[src/verilog/des_pkg.sv]
package des_pkg;

	localparam int block_w = 64;
	localparam int half_w = 32;
	localparam int key_w = 64;
	localparam int cd_w = 56;
	localparam int cd_half_w = 28;
	localparam int subkey_w = 48;
	localparam int num_rounds = 16;
	localparam int round_w = 4;

	// Entry 1 of each table sits in the top slot, shorter tables pad with zeros above.
	localparam logic [63:0][6:0] ip_table = '{
		58, 50, 42, 34, 26, 18, 10, 2, 60, 52, 44, 36, 28, 20, 12, 4,
		62, 54, 46, 38, 30, 22, 14, 6, 64, 56, 48, 40, 32, 24, 16, 8,
		57, 49, 41, 33, 25, 17, 9, 1, 59, 51, 43, 35, 27, 19, 11, 3,
		61, 53, 45, 37, 29, 21, 13, 5, 63, 55, 47, 39, 31, 23, 15, 7
	};

	localparam logic [63:0][6:0] fp_table = '{
		40, 8, 48, 16, 56, 24, 64, 32, 39, 7, 47, 15, 55, 23, 63, 31,
		38, 6, 46, 14, 54, 22, 62, 30, 37, 5, 45, 13, 53, 21, 61, 29,
		36, 4, 44, 12, 52, 20, 60, 28, 35, 3, 43, 11, 51, 19, 59, 27,
		34, 2, 42, 10, 50, 18, 58, 26, 33, 1, 41, 9, 49, 17, 57, 25
	};

	localparam logic [55:0][6:0] pc1_table = '{
		57, 49, 41, 33, 25, 17, 9, 1, 58, 50, 42, 34, 26, 18,
		10, 2, 59, 51, 43, 35, 27, 19, 11, 3, 60, 52, 44, 36,
		63, 55, 47, 39, 31, 23, 15, 7, 62, 54, 46, 38, 30, 22,
		14, 6, 61, 53, 45, 37, 29, 21, 13, 5, 28, 20, 12, 4
	};

	localparam logic [47:0][6:0] pc2_table = '{
		14, 17, 11, 24, 1, 5, 3, 28, 15, 6, 21, 10,
		23, 19, 12, 4, 26, 8, 16, 7, 27, 20, 13, 2,
		41, 52, 31, 37, 47, 55, 30, 40, 51, 45, 33, 48,
		44, 49, 39, 56, 34, 53, 46, 42, 50, 36, 29, 32
	};

	localparam logic [47:0][6:0] e_table = '{
		32, 1, 2, 3, 4, 5, 4, 5, 6, 7, 8, 9,
		8, 9, 10, 11, 12, 13, 12, 13, 14, 15, 16, 17,
		16, 17, 18, 19, 20, 21, 20, 21, 22, 23, 24, 25,
		24, 25, 26, 27, 28, 29, 28, 29, 30, 31, 32, 1
	};

	localparam logic [31:0][6:0] p_table = '{
		16, 7, 20, 21, 29, 12, 28, 17, 1, 15, 23, 26, 5, 18, 31, 10,
		2, 8, 24, 14, 32, 27, 3, 9, 19, 13, 30, 6, 22, 11, 4, 25
	};

	localparam logic [0:15][1:0] shift_table = '{1, 1, 2, 2, 2, 2, 2, 2, 1, 2, 2, 2, 2, 2, 2, 1};

	// Row major, 16 columns per row.
	localparam logic [0:7][0:63][3:0] sbox_table = '{
		'{14, 4, 13, 1, 2, 15, 11, 8, 3, 10, 6, 12, 5, 9, 0, 7,
		  0, 15, 7, 4, 14, 2, 13, 1, 10, 6, 12, 11, 9, 5, 3, 8,
		  4, 1, 14, 8, 13, 6, 2, 11, 15, 12, 9, 7, 3, 10, 5, 0,
		  15, 12, 8, 2, 4, 9, 1, 7, 5, 11, 3, 14, 10, 0, 6, 13},
		'{15, 1, 8, 14, 6, 11, 3, 4, 9, 7, 2, 13, 12, 0, 5, 10,
		  3, 13, 4, 7, 15, 2, 8, 14, 12, 0, 1, 10, 6, 9, 11, 5,
		  0, 14, 7, 11, 10, 4, 13, 1, 5, 8, 12, 6, 9, 3, 2, 15,
		  13, 8, 10, 1, 3, 15, 4, 2, 11, 6, 7, 12, 0, 5, 14, 9},
		'{10, 0, 9, 14, 6, 3, 15, 5, 1, 13, 12, 7, 11, 4, 2, 8,
		  13, 7, 0, 9, 3, 4, 6, 10, 2, 8, 5, 14, 12, 11, 15, 1,
		  13, 6, 4, 9, 8, 15, 3, 0, 11, 1, 2, 12, 5, 10, 14, 7,
		  1, 10, 13, 0, 6, 9, 8, 7, 4, 15, 14, 3, 11, 5, 2, 12},
		'{7, 13, 14, 3, 0, 6, 9, 10, 1, 2, 8, 5, 11, 12, 4, 15,
		  13, 8, 11, 5, 6, 15, 0, 3, 4, 7, 2, 12, 1, 10, 14, 9,
		  10, 6, 9, 0, 12, 11, 7, 13, 15, 1, 3, 14, 5, 2, 8, 4,
		  3, 15, 0, 6, 10, 1, 13, 8, 9, 4, 5, 11, 12, 7, 2, 14},
		'{2, 12, 4, 1, 7, 10, 11, 6, 8, 5, 3, 15, 13, 0, 14, 9,
		  14, 11, 2, 12, 4, 7, 13, 1, 5, 0, 15, 10, 3, 9, 8, 6,
		  4, 2, 1, 11, 10, 13, 7, 8, 15, 9, 12, 5, 6, 3, 0, 14,
		  11, 8, 12, 7, 1, 14, 2, 13, 6, 15, 0, 9, 10, 4, 5, 3},
		'{12, 1, 10, 15, 9, 2, 6, 8, 0, 13, 3, 4, 14, 7, 5, 11,
		  10, 15, 4, 2, 7, 12, 9, 5, 6, 1, 13, 14, 0, 11, 3, 8,
		  9, 14, 15, 5, 2, 8, 12, 3, 7, 0, 4, 10, 1, 13, 11, 6,
		  4, 3, 2, 12, 9, 5, 15, 10, 11, 14, 1, 7, 6, 0, 8, 13},
		'{4, 11, 2, 14, 15, 0, 8, 13, 3, 12, 9, 7, 5, 10, 6, 1,
		  13, 0, 11, 7, 4, 9, 1, 10, 14, 3, 5, 12, 2, 15, 8, 6,
		  1, 4, 11, 13, 12, 3, 7, 14, 10, 15, 6, 8, 0, 5, 9, 2,
		  6, 11, 13, 8, 1, 4, 10, 7, 9, 5, 0, 15, 14, 2, 3, 12},
		'{13, 2, 8, 4, 6, 15, 11, 1, 10, 9, 3, 14, 5, 0, 12, 7,
		  1, 15, 13, 8, 10, 3, 7, 4, 12, 5, 6, 11, 0, 14, 9, 2,
		  7, 11, 4, 1, 9, 12, 14, 2, 0, 6, 10, 13, 15, 3, 5, 8,
		  2, 1, 14, 7, 4, 10, 8, 13, 15, 12, 9, 0, 3, 5, 6, 11}
	};

	typedef enum logic {
		MODE_ENCRYPT = 1'b0,
		MODE_DECRYPT = 1'b1
	} des_mode_t;

	typedef enum logic {
		ST_IDLE = 1'b0,
		ST_ROUND = 1'b1
	} ctrl_state_t;

	// Source and result are right aligned; DES bit n of src is src[src_w - n].
	function automatic logic [block_w-1:0] permute(input logic [block_w-1:0] src,
		input int src_w, input logic [63:0][6:0] tbl, input int dst_w);
		logic [block_w-1:0] res;
		res = '0;
		for (int i = 0; i < block_w; i++) begin
			if (i < dst_w) begin
				res[i] = src[src_w - tbl[i]];
			end
		end
		return res;
	endfunction

endpackage

[src/verilog/des_control.sv]
`timescale 1ns/1ps

module des_control (
	input logic clk,
	input logic rst_n,
	input logic start,
	output logic load,
	output logic round_en,
	output logic finish,
	output logic [des_pkg::round_w-1:0] round,
	output logic oflag
);

	des_pkg::ctrl_state_t state;

	assign load = (state == des_pkg::ST_IDLE) && start; // Accepting cycle.
	assign round_en = (state == des_pkg::ST_ROUND);
	assign finish = round_en && (round == des_pkg::round_w'(des_pkg::num_rounds - 1));

	always_ff @(posedge clk) begin
		if (!rst_n) begin
			state <= des_pkg::ST_IDLE;
			round <= '0;
			oflag <= 1'b0;
		end else begin
			oflag <= finish; // One cycle done pulse.
			case (state)
				des_pkg::ST_IDLE: begin
					if (start) begin
						state <= des_pkg::ST_ROUND;
						round <= '0;
					end
				end
				des_pkg::ST_ROUND: begin
					round <= round + 1'b1;
					if (finish) begin
						state <= des_pkg::ST_IDLE;
					end
				end
				default: begin
					state <= des_pkg::ST_IDLE;
				end
			endcase
		end
	end

endmodule

[src/verilog/des_key_schedule.sv]
`timescale 1ns/1ps

module des_key_schedule (
	input logic clk,
	input logic rst_n,
	input logic load,
	input logic round_en,
	input logic mode,
	input logic [des_pkg::key_w-1:0] key,
	input logic [des_pkg::round_w-1:0] round,
	output logic [des_pkg::subkey_w-1:0] subkey
);

	des_pkg::des_mode_t mode_q;
	logic [des_pkg::cd_w-1:0] cd_q;
	logic [des_pkg::cd_w-1:0] cd_next;
	logic [des_pkg::cd_half_w-1:0] c_rot;
	logic [des_pkg::cd_half_w-1:0] d_rot;
	logic [4:0] rot_r;

	// Every rotation done as a right rotate of the doubled half.
	always_comb begin
		if (mode_q == des_pkg::MODE_ENCRYPT) begin
			rot_r = 5'(des_pkg::cd_half_w - des_pkg::shift_table[round]);
		end else if (round == '0) begin
			rot_r = '0; // K16 comes straight from PC-1.
		end else begin
			rot_r = 5'(des_pkg::shift_table[des_pkg::num_rounds - round]);
		end
	end

	assign c_rot = des_pkg::cd_half_w'({cd_q[des_pkg::cd_w-1 -: des_pkg::cd_half_w],
		cd_q[des_pkg::cd_w-1 -: des_pkg::cd_half_w]} >> rot_r);
	assign d_rot = des_pkg::cd_half_w'({cd_q[des_pkg::cd_half_w-1:0],
		cd_q[des_pkg::cd_half_w-1:0]} >> rot_r);
	assign cd_next = {c_rot, d_rot};

	assign subkey = des_pkg::subkey_w'(des_pkg::permute(cd_next, des_pkg::cd_w,
		des_pkg::pc2_table, des_pkg::subkey_w));

	always_ff @(posedge clk) begin
		if (!rst_n) begin
			mode_q <= des_pkg::MODE_ENCRYPT;
		end else if (load) begin
			mode_q <= des_pkg::des_mode_t'(mode);
		end
	end

	always_ff @(posedge clk) begin
		if (load) begin
			cd_q <= des_pkg::cd_w'(des_pkg::permute(key, des_pkg::key_w,
				des_pkg::pc1_table, des_pkg::cd_w)); // Parity bits dropped.
		end else if (round_en) begin
			cd_q <= cd_next;
		end
	end

endmodule

[src/verilog/des_feistel.sv]
`timescale 1ns/1ps

module des_feistel (
	input logic [des_pkg::half_w-1:0] r_half,
	input logic [des_pkg::subkey_w-1:0] subkey,
	output logic [des_pkg::half_w-1:0] f_out
);

	logic [des_pkg::subkey_w-1:0] e_xor;
	logic [des_pkg::half_w-1:0] sb_out;

	assign e_xor = subkey ^ des_pkg::subkey_w'(des_pkg::permute(r_half, des_pkg::half_w,
		des_pkg::e_table, des_pkg::subkey_w));

	always_comb begin
		logic [5:0] grp;
		grp = '0;
		sb_out = '0;
		for (int s = 0; s < 8; s++) begin
			grp = e_xor[des_pkg::subkey_w-1 - 6*s -: 6];
			// Row from the outer bits, column from the inner four.
			sb_out[des_pkg::half_w-1 - 4*s -: 4] =
				des_pkg::sbox_table[s][{grp[5], grp[0], grp[4:1]}];
		end
	end

	assign f_out = des_pkg::half_w'(des_pkg::permute(sb_out, des_pkg::half_w,
		des_pkg::p_table, des_pkg::half_w));

endmodule

[src/verilog/des_datapath.sv]
`timescale 1ns/1ps

module des_datapath (
	input logic clk,
	input logic rst_n,
	input logic load,
	input logic round_en,
	input logic finish,
	input logic [des_pkg::block_w-1:0] din,
	input logic [des_pkg::subkey_w-1:0] subkey,
	output logic [des_pkg::block_w-1:0] dout
);

	logic [des_pkg::half_w-1:0] l_q;
	logic [des_pkg::half_w-1:0] r_q;
	logic [des_pkg::half_w-1:0] r_new;
	logic [des_pkg::half_w-1:0] f_out;
	logic [des_pkg::block_w-1:0] ip_din;

	des_feistel feistel_inst (
		.r_half(r_q),
		.subkey(subkey),
		.f_out(f_out)
	);

	assign ip_din = des_pkg::permute(din, des_pkg::block_w, des_pkg::ip_table,
		des_pkg::block_w);
	assign r_new = l_q ^ f_out;

	always_ff @(posedge clk) begin
		if (load) begin
			{l_q, r_q} <= ip_din;
		end else if (round_en) begin
			l_q <= r_q;
			r_q <= r_new;
		end
	end

	// Last round result goes out swapped as R16 L16.
	always_ff @(posedge clk) begin
		if (!rst_n) begin
			dout <= '0;
		end else if (finish) begin
			dout <= des_pkg::permute({r_new, r_q}, des_pkg::block_w, des_pkg::fp_table,
				des_pkg::block_w);
		end
	end

endmodule

[src/verilog/des.sv]
`timescale 1ns/1ps

module des (
	input logic clk,
	input logic rst_n,
	input logic start,
	input logic mode,
	input logic [des_pkg::block_w-1:0] din,
	input logic [des_pkg::key_w-1:0] key,
	output logic [des_pkg::block_w-1:0] dout,
	output logic oflag
);

	logic load;
	logic round_en;
	logic finish;
	logic [des_pkg::round_w-1:0] round;
	logic [des_pkg::subkey_w-1:0] subkey;

	des_control control_inst (
		.clk(clk),
		.rst_n(rst_n),
		.start(start),
		.load(load),
		.round_en(round_en),
		.finish(finish),
		.round(round),
		.oflag(oflag)
	);

	des_key_schedule key_schedule_inst (
		.clk(clk),
		.rst_n(rst_n),
		.load(load),
		.round_en(round_en),
		.mode(mode),
		.key(key),
		.round(round),
		.subkey(subkey)
	);

	des_datapath datapath_inst (
		.clk(clk),
		.rst_n(rst_n),
		.load(load),
		.round_en(round_en),
		.finish(finish),
		.din(din),
		.subkey(subkey),
		.dout(dout)
	);

endmodule

[config.mk]
export PLATFORM = sky130hd
export DESIGN_NAME = des
export DESIGN_NICKNAME = d
export VERILOG_FILES = /design/src/verilog/des_pkg.sv /design/src/verilog/des_control.sv /design/src/verilog/des_key_schedule.sv /design/src/verilog/des_feistel.sv /design/src/verilog/des_datapath.sv /design/src/verilog/des.sv
export SDC_FILE = /design/constraint.sdc
export NUM_CORES = 1
export LEC_CHECK = 0
export BUFFER_PORTS_ARGS = -buffer_cell sky130_fd_sc_hd__buf_4
export CELL_PAD_IN_SITES_DETAIL_PLACEMENT = 0
export CELL_PAD_IN_SITES_GLOBAL_PLACEMENT = 1
export CORE_MARGIN = 3
export CORE_UTILIZATION = 49
export DETAILED_ROUTE_END_ITERATION = 7
export PLACE_DENSITY = 0.87
export SKIP_LAST_GASP = 1
export SLEW_MARGIN = 20
export SYNTH_ARGS = -nofsm -noshare
export SYNTH_HDL_FRONTEND = slang
export SYNTH_SLANG_ARGS = --single-unit
[constraint.sdc]
create_clock -name clk -period 9.7 [get_ports clk]
set_input_delay 1.94 -clock clk [delete_from_list [all_inputs] [get_ports clk]]
set_output_delay 1.94 -clock clk [all_outputs]
set_load 0.01 [all_outputs]
==> results.txt, run 1 <==
The class of the tightest hold or removal check is reg -> reg. The clock insertion delay at the later pin of the skew report came out at 0.46 ns. Counting distinct cell types in the post-synthesis netlist gives 115. The post-synthesis cell area came out at 18470 µm². Summed over all instances, the cell type with the most area after synthesis is edfxtp_1. At the pin with the least slew margin, the transition time is 1.103 ns. The most frequently used flop master after synthesis is edfxtp_1.

The post-CTS resize count came out at 0. The synthesized instance count is 2234. The clock-pin slew reported for the worst setup and hold paths after clock tree synthesis came out at 0.08 ns. Of all flip-flops after synthesis, the portion carrying an async set or reset was 0%. The number of global-route vias before repair is 16970. The number of warning messages in the yosys log came out at 0. The weighted congestion reported at the end of routability-driven placement is 0.9576.

The maximum fanout encountered on the critical timing path is 31. Using the TritonRoute via totals, the vias-per-cell ratio works out to 6.477. The combined global-route utilization of all metal layers came out at 31.32%. The depth of the CTS H-tree is 4.

The effective utilization at floorplan is 50.10%. Among cell families on the critical path, the largest total delay comes from compound AO/OA/AOI/OAI gates. The maximum ir drop on the vdd rail came out at 172.6 µV. The synthesized net count came out at 2434. Setup repair after global routing left no endpoint under its margin.

The count of endpoints failing setup in the final report is 0. The number of enable flip-flop cells after synthesis came out at 120. The maximum clock frequency is 0.1259 GHz. The run finished with clean final reports.

TritonCTS built the clock tree. For this design the top-level I/O count stands at 197. The sum of negative setup slack came out at 0 ns. The data arrival time of the critical path came out at 8.12 ns. The number of antenna-violating nets in the routed design came out at 0. The tightest hold path in the finished design has a slack of 0.4571 ns.

Traced cell by cell, the critical path runs through inv_1, ha_1, mux2_2, a21oi_1, ha_1, nand2_1, o211ai_2, o21ai_4, buf_4, mux2i_1, mux2_2, xor2_1, inv_1, ha_1, a21oi_1, a211oi_1, a2111oi_1, o32a_1, xor2_1, o21ai_0. The power density normalized to cell area is 378.5 nW/µm². The count of vias placed by the detailed router is 18200. The number of max-slew violations in the final report came to 0. The wire length of the first global-routing pass is 100800 µm. Summed over all nets, the half-perimeter wirelength after detailed placement is 46810 µm. In this design, the stage delay of the slowest critical-path cell is 0.89 ns. The number of clock buffers added by TritonCTS is 17.

Post-CTS timing repair inserted 0 buffers for setup. The root cell of the clock tree is clkbuf_16. The most frequent cell on the critical path is ha_1. The initial antenna violation count came out at 1. In the post-synthesis netlist, the biggest area contributors are edfxtp_1 20%, nand2_1 7.8%, dfxtp_1 7.7%, mux2i_1 6.9%, ha_1 4.6%. The final critical path time including I/O delays and setup came out at 7.946 ns.

The worst slack after detailed placement is 1.985 ns. The mean post-synth cell area is 8.269 µm². The number of fill cells in the layout came out at 3506.

Summed over all layers, the routed wires come to 65480 µm. The count of placed standard cells including taps came out at 2778. The core area came out at 36870 µm². The clock sink count is 191. In the final layout, flip-flops and latches occupy 5025 µm². The post-detailed-route DRC marker count came out at 0. The worst setup path is of the reg -> reg kind. The multi-input combinational cells in the finished layout cover a total of 12410 µm².

The final critical-path setup slack came out at 1.754 ns. The count of buffers from port buffering came out at 188. The total overflow reported by the global router came out at 0. Once layout is complete, the cells apart from fillers number 2810. The layout-stage area growth over the synthesis result is 10.40%. The detailed-route wire length per cell came out at 23.30 µm.

The static leakage is 0.008270 µW. The startpoint class of the critical path is a flop. The number of maximum-capacitance constraint violations is 0.

The count of inserted antenna diode cells is 0. The portion of the post-synthesis area used by sequential elements is 27.20%. The count of state elements after synthesis is 191. The die is 200.2 µm wide. The portion of the clock cycle consumed by the worst path in the final layout is 81.92%. The die outline height came out at 200.2 µm. For this run, the post-layout net count is 2493. The floorplan has 70 rows. The quantity of hold-fixing buffers added after cts came out at 0.

The fraction of post-synthesis cell area in the top cell type by area is 19.51%. The maximum number of pins on one net before global-route repair came out at 82. The die area is 40070 µm². The data required time at the worst endpoint is 9.88 ns. The clock passes through at most 2 buffers. The length of the first detailed-routing pass in iterations is 8.

The detailed router's first-iteration violation count is 2131. The share of layout cells above drive strength 1 came out at 16.35%. The max-slew headroom at the worst pin came out at 25.94%. The final hold violation count is 0. The clock skew is 0.01086 ns. For this design, the slowest cell found on the critical path is o21ai_4. The worst setup path is captured at a flop. Counting both buffers and inverters, the worst setup path holds a total of 3.
## routing by layer
| metal | vias to the layer above | global-route usage, % | wire length [µm] |
|---|---|---|---|
| met5 | - | 0 | 13 |
| met4 | 2 | 8.137 | 1647 |
| met3 | 107 | 7.817 | 6331 |
| met2 | 873 | 47.72 | 28830 |
| met1 | 8816 | 44.48 | 28650 |
| li1 | 8401 | - | - |
## logic make-up (layout without fill, tap and decap cells)
group / Yosys count / in the layout / synth area share, %
adder cells (fa/ha/maj): 70 / 70 / 4.714
multiplexers: 181 / 181 / 11.99
XOR/XNOR: 75 / 75 / 4.490
AO/OA/AOI/OAI: 575 / 575 / 22.66
AND/OR/NAND/NOR: 924 / 924 / 23.10
buffers and inverters: 218 / 290 / 5.845
flip-flops: 191 / 191 / 27.20
## worst register-to-register path, stage by stage (launching register included)
cell and delay (ns):
dfxtp_1 0.56, inv_1 0.17, ha_1 0.29, mux2_2 0.28, a21oi_1 0.44, ha_1 0.38
nand2_1 0.44, o211ai_2 0.48, o21ai_4 0.89, buf_4 0.54, mux2i_1 0.13, mux2_2 0.33
xor2_1 0.66, inv_1 0.26, ha_1 0.29, a21oi_1 0.13, a211oi_1 0.08, a2111oi_1 0.72
o32a_1 0.34, xor2_1 0.17, o21ai_0 0.08
## cell usage in the layout (no fill, tap or decap), drive strengths merged, types with 13 or more instances in the layout
cell type  netlist  layout
nor2           199     199
dfxtp           71      71
o2111ai         15      15
nand2b          20      20
or3             35      35
a31oi           29      29
o211ai          47      47
nor3            68      68
nand2          385     385
buf             80     207
edfxtp         120     120
o31ai           17      17
a2111oi         22      22
mux2i          143     143
nand3           87      87
ha              68      68
nor4            16      16
inv             50      61
a211oi          54      54
o211a           14      14
and2            18      18
o21a            14      14
a21oi          137     137
mux2            19      19
xnor2           51      51
nand4           16      16
mux4            19      19
xor2            21      21
o21ai           81      81
a211o           13      13
clkbuf          87      18
and3            42      42
## area by class of cell
type / instances / share of cell area (%)
Multi-Input combinational cell: 1825 / 60.84
Tap cell: 504 / 3.092
Sequential cell: 191 / 24.64
Inverter: 51 / 0.9509
Clock inverter: 14 / 0.6564
Timing Repair Buffer: 207 / 7.619
Clock buffer: 18 / 2.208
## worst paths after layout
check	startpoint	end	slack, ns	cells past startpoint
max	control_inst.round[1]	datapath_inst.r_q[6]	1.75	20
min	datapath_inst.dout[23]	datapath_inst.dout[23]	0.46	2
max reg2reg	control_inst.round[1]	datapath_inst.r_q[6]	1.75	20
min reg2reg	datapath_inst.dout[23]	datapath_inst.dout[23]	0.46	2
## metrics by stage
stage	cell area (µm²)	util (%)	power [µW]
final	20400	55.31	7721
after global routing	20400	55.31	8261
after CTS	20380	55.27	7593
after detailed placement	19800	53.69	6835
after global placement	19800	53.69	6751
after floorplan	18470	-	5490
## flip-flops by register name (all words and copies together), names as in the netlist
register                  cells
control_inst.oflag            1
control_inst.round            4
key_schedule_inst.mode_q      1
datapath_inst.dout           64
key_schedule_inst.cd_q       56
control_inst.round_en         1
datapath_inst.l_q            32
datapath_inst.r_q            32
## cell usage after synthesis (17+ instances only)
library cell,n
mux2i_1,127
a211oi_1,50
xnor2_1,44
nand2_1,383
o211ai_1,44
ha_1,68
a21oi_1,134
nor3_1,67
dfxtp_1,71
buf_2,34
nand3_1,86
inv_1,44
a31oi_1,29
or3_1,35
mux2_2,18
mux4_2,17
edfxtp_1,120
nor2_1,195
o21ai_0,76
buf_6,21
nand2b_1,20
and3_1,42
a2111oi_0,18
clkbuf_1,87
## report_power, final
| part | total [µW] | internal (µW) | switching [µW] |
|---|---|---|---|
| Combinational | 5500 | 2070 | 3420 |
| Sequential | 1490 | 1120 | 364 |
| Clock | 736 | 359 | 377 |
| Total | 7720 | 3560 | 4160 |
Note: power is estimated with default switching activity, not from simulation.
==> inputs of run 2 (changes only) <==
Settings changed: CORE_UTILIZATION 49 to 46, PLACE_DENSITY 0.87 to 0.82.
Clock period 9.7 ns to 8.1 ns, I/O delays scaled along.
==> run 2 against run 1 <==
Effect of this change:
- final cell count rose by 1.5%
- clock-buffer cell count did not move
- via count fell by 0.19%
- clock power rose by 21%
- global-route usage fell by 0.83 points
- clock skew rose by 0.0048 ns
- first-iteration DRC count rose by 5.3%
- critical endpoint is now datapath_inst.r_q[28]
- largest cell class unchanged
- highest routed layer is now met4
==> results.txt, run 2 (same netlist as run 1, synthesis figures left out) <==
The layout-stage area growth over the synthesis result came out at 11.69%. The number of buffers added for setup after CTS is 0. The fraction of power spent switching nets is 53.50%.

The critical path is of the reg -> reg type. The clock group share of total power is 9.5%. Measured against its own limit, the worst slew margin works out to 30.18%. Setup repair after global routing left no endpoint under its margin. The share of layout cells above drive strength 1 came out at 17.22%.

Of the available clock period, the critical path in the final layout requires 86.12%. Setup violations remaining at the end of the flow were counted as 0. The die area came out at 42600 µm². The total overflow reported by the global router came out at 0.

The maximum number of pins on one net before global-route repair is 84. Row generation in the floorplan step produced 72 rows. The worst setup path is captured at a flop.

The min-delay analysis places its worst path in the category reg -> reg. The initial antenna violation count is 0. The commonest non-fill, non-tap cell in the layout is nand2_1.

The routed design could run at a clock period as short as 6.976 ns. The final hold violation count came out at 0. The final layout net count came out at 2521. The post-detailed-route DRC marker count is 0.

The first global-routing pass estimated 100100 µm of wire. The static leakage came out at 0.008396 µW. The count of inserted antenna diode cells came out at 0.

Before antenna repair, the detailed router went through 8 iterations. The data required time at the worst endpoint is 8.30 ns. The transition time of the tightest slew-check pin came out at 1.047 ns. The number of antenna-violating nets in the routed design came out at 0. The worst slack after detailed placement came out at 1.311 ns. The library cells used most frequently in the layout, excluding fill and tap cells, are 383 x nand2_1, 234 x buf_4, 194 x nor2_1. Buffers inserted during clock tree synthesis total 17. The combined global-route utilization of all metal layers is 30.49%. Across the VDD grid, the largest voltage drop is 197.9 µV. The clock sink count is 191.

The worst setup path is launched from a flop. The net load switching power came out at 4986 µW. The average vias per placed instance came out at 6.369. Across the run, the number of max-cap violations was 0. The CTS tree is built. The maximum clock frequency came out at 0.1434 GHz. The depth of the CTS H-tree came out at 4. The die outline width is 206.4 µm.

The final critical-path setup slack is 1.124 ns. The final layout contains routed wiring with a total length of 65960 µm. The maximum fanout encountered on the critical timing path is 19. After clock tree synthesis, the clock-pin slew on the worst setup and hold paths is 0.09 ns. The data arrival time of the critical path is 7.18 ns.

The number of flip-flops under the largest register name came out at 64. Adding up every negative setup slack in the final design gives 0 ns. The detailed-route wire length per cell is 23.13 µm. The root cell of the clock tree is clkbuf_16. The run finished with clean final reports.

The power density normalized to cell area came out at 451.7 nW/µm². The count of buffers from port buffering is 188. The number of global-route vias before repair came to 16720. The I/O pin count came out at 197.

The wire-length estimate of the detail-placed layout is 47230 µm. The detailed router's first-iteration violation count came out at 2245. Once the floorplan was initialized, standard cells occupied 47.14% of the core. The largest buffer count on any clock path came out at 2. The clock insertion delay at the later pin of the skew report is 0.49 ns. The fraction of power consumed by sequential logic came out at 19.0%.

The weighted congestion reported at the end of routability-driven placement is 0.9502. The combinational power share is 71.4%. The post-CTS resize count came out at 0. The core area is 39190 µm².

In the final layout, the registers with the most flip-flops are datapath_inst.dout: 64 flops, key_schedule_inst.cd_q: 56 flops. Counting flops per register, the top entry is datapath_inst.dout. Across all layers, the routed design uses 18160 vias.

The number of max-slew violations in the final report came to 0. For this design, the CTS-stage hold fixing added 0 buffers. The clock skew is 0.01571 ns. The die outline height is 206.4 µm. Cell internal power was estimated by the tool at 4334 µW.
==> run 2: per-stage QoR <==
stage          area [µm²]  total power (µW)  utilization (%)  std cells  hold WS (ns)
2_1_floorplan       18470              6575                -       2234        0.4805
3_3_place_gp        20040              8193            51.13       2820        0.4450
3_5_place_dp        20040              8277            51.13       2820        0.4504
4_1_cts             20630              9201            52.65       2852        0.4651
5_1_grt             20630              9999            52.65       2852        0.4803
6_report            20630              9320            52.65       2852        0.4629
==> run 2: power groups by stage <==
| stage | clock (µW) | sequential [µW] | combinational (µW) |
|---|---|---|---|
| finish | 889 | 1770 | 6660 |
| global route | 936 | 1790 | 7280 |
| CTS | 905 | 1760 | 6540 |
| detailed placement | 0 | 1780 | 6500 |
| global placement | 0 | 1770 | 6420 |
| floorplan | 0 | 1500 | 5070 |
==> run 2: metal layers <==
layer  track usage [%]  vias up  part of all wire [%]
met4             8.897        0                   2.4
met3             7.655       79                   9.8
met1             44.58     8754                    45
li1                  -     8464                     -
met2             44.30      867                    43
met5                 0        -                     0
==> run 2: final timing paths <==
kind                                        startpoint                     end  slack [ns]  cells past startpoint
worst min-delay path            datapath_inst.dout[39]  datapath_inst.dout[39]        0.46                      2
worst max register to register   control_inst.round[0]   datapath_inst.r_q[28]        1.12                     20
worst max-delay path             control_inst.round[0]   datapath_inst.r_q[28]        1.12                     20
worst min register to register  datapath_inst.dout[39]  datapath_inst.dout[39]        0.46                      2
==> run 2: worst max-delay path, stage by stage (launching register included) <==
cell and delay (ns):
dfxtp_1 0.57, inv_1 0.12, ha_1 0.29, mux2_2 0.28, a21oi_1 0.46, ha_1 0.28, nor2b_1 0.56, nor2_4 0.19
a21oi_4 0.20, buf_4 0.32, mux4_2 0.61, mux2i_1 0.22, nand2_1 0.25, ha_1 0.55, inv_1 0.20, a2111oi_0 0.60
a31o_2 0.20, mux2i_1 0.08, a211oi_1 0.40, xnor2_1 0.20, a21oi_1 0.09
==> run 2: layout make-up <==
| cell class | count | area [µm²] |
|---|---|---|
| clock buffers | 18 | 429.2 |
| clock inverters | 14 | 167.7 |
| fillers | 3791 | 18550 |
| inverters | 51 | 193.9 |
| multi-input cells | 1825 | 12390 |
| flip-flops and latches | 191 | 5025 |
| well taps | 518 | 648.1 |
| repair buffers | 235 | 1777 |
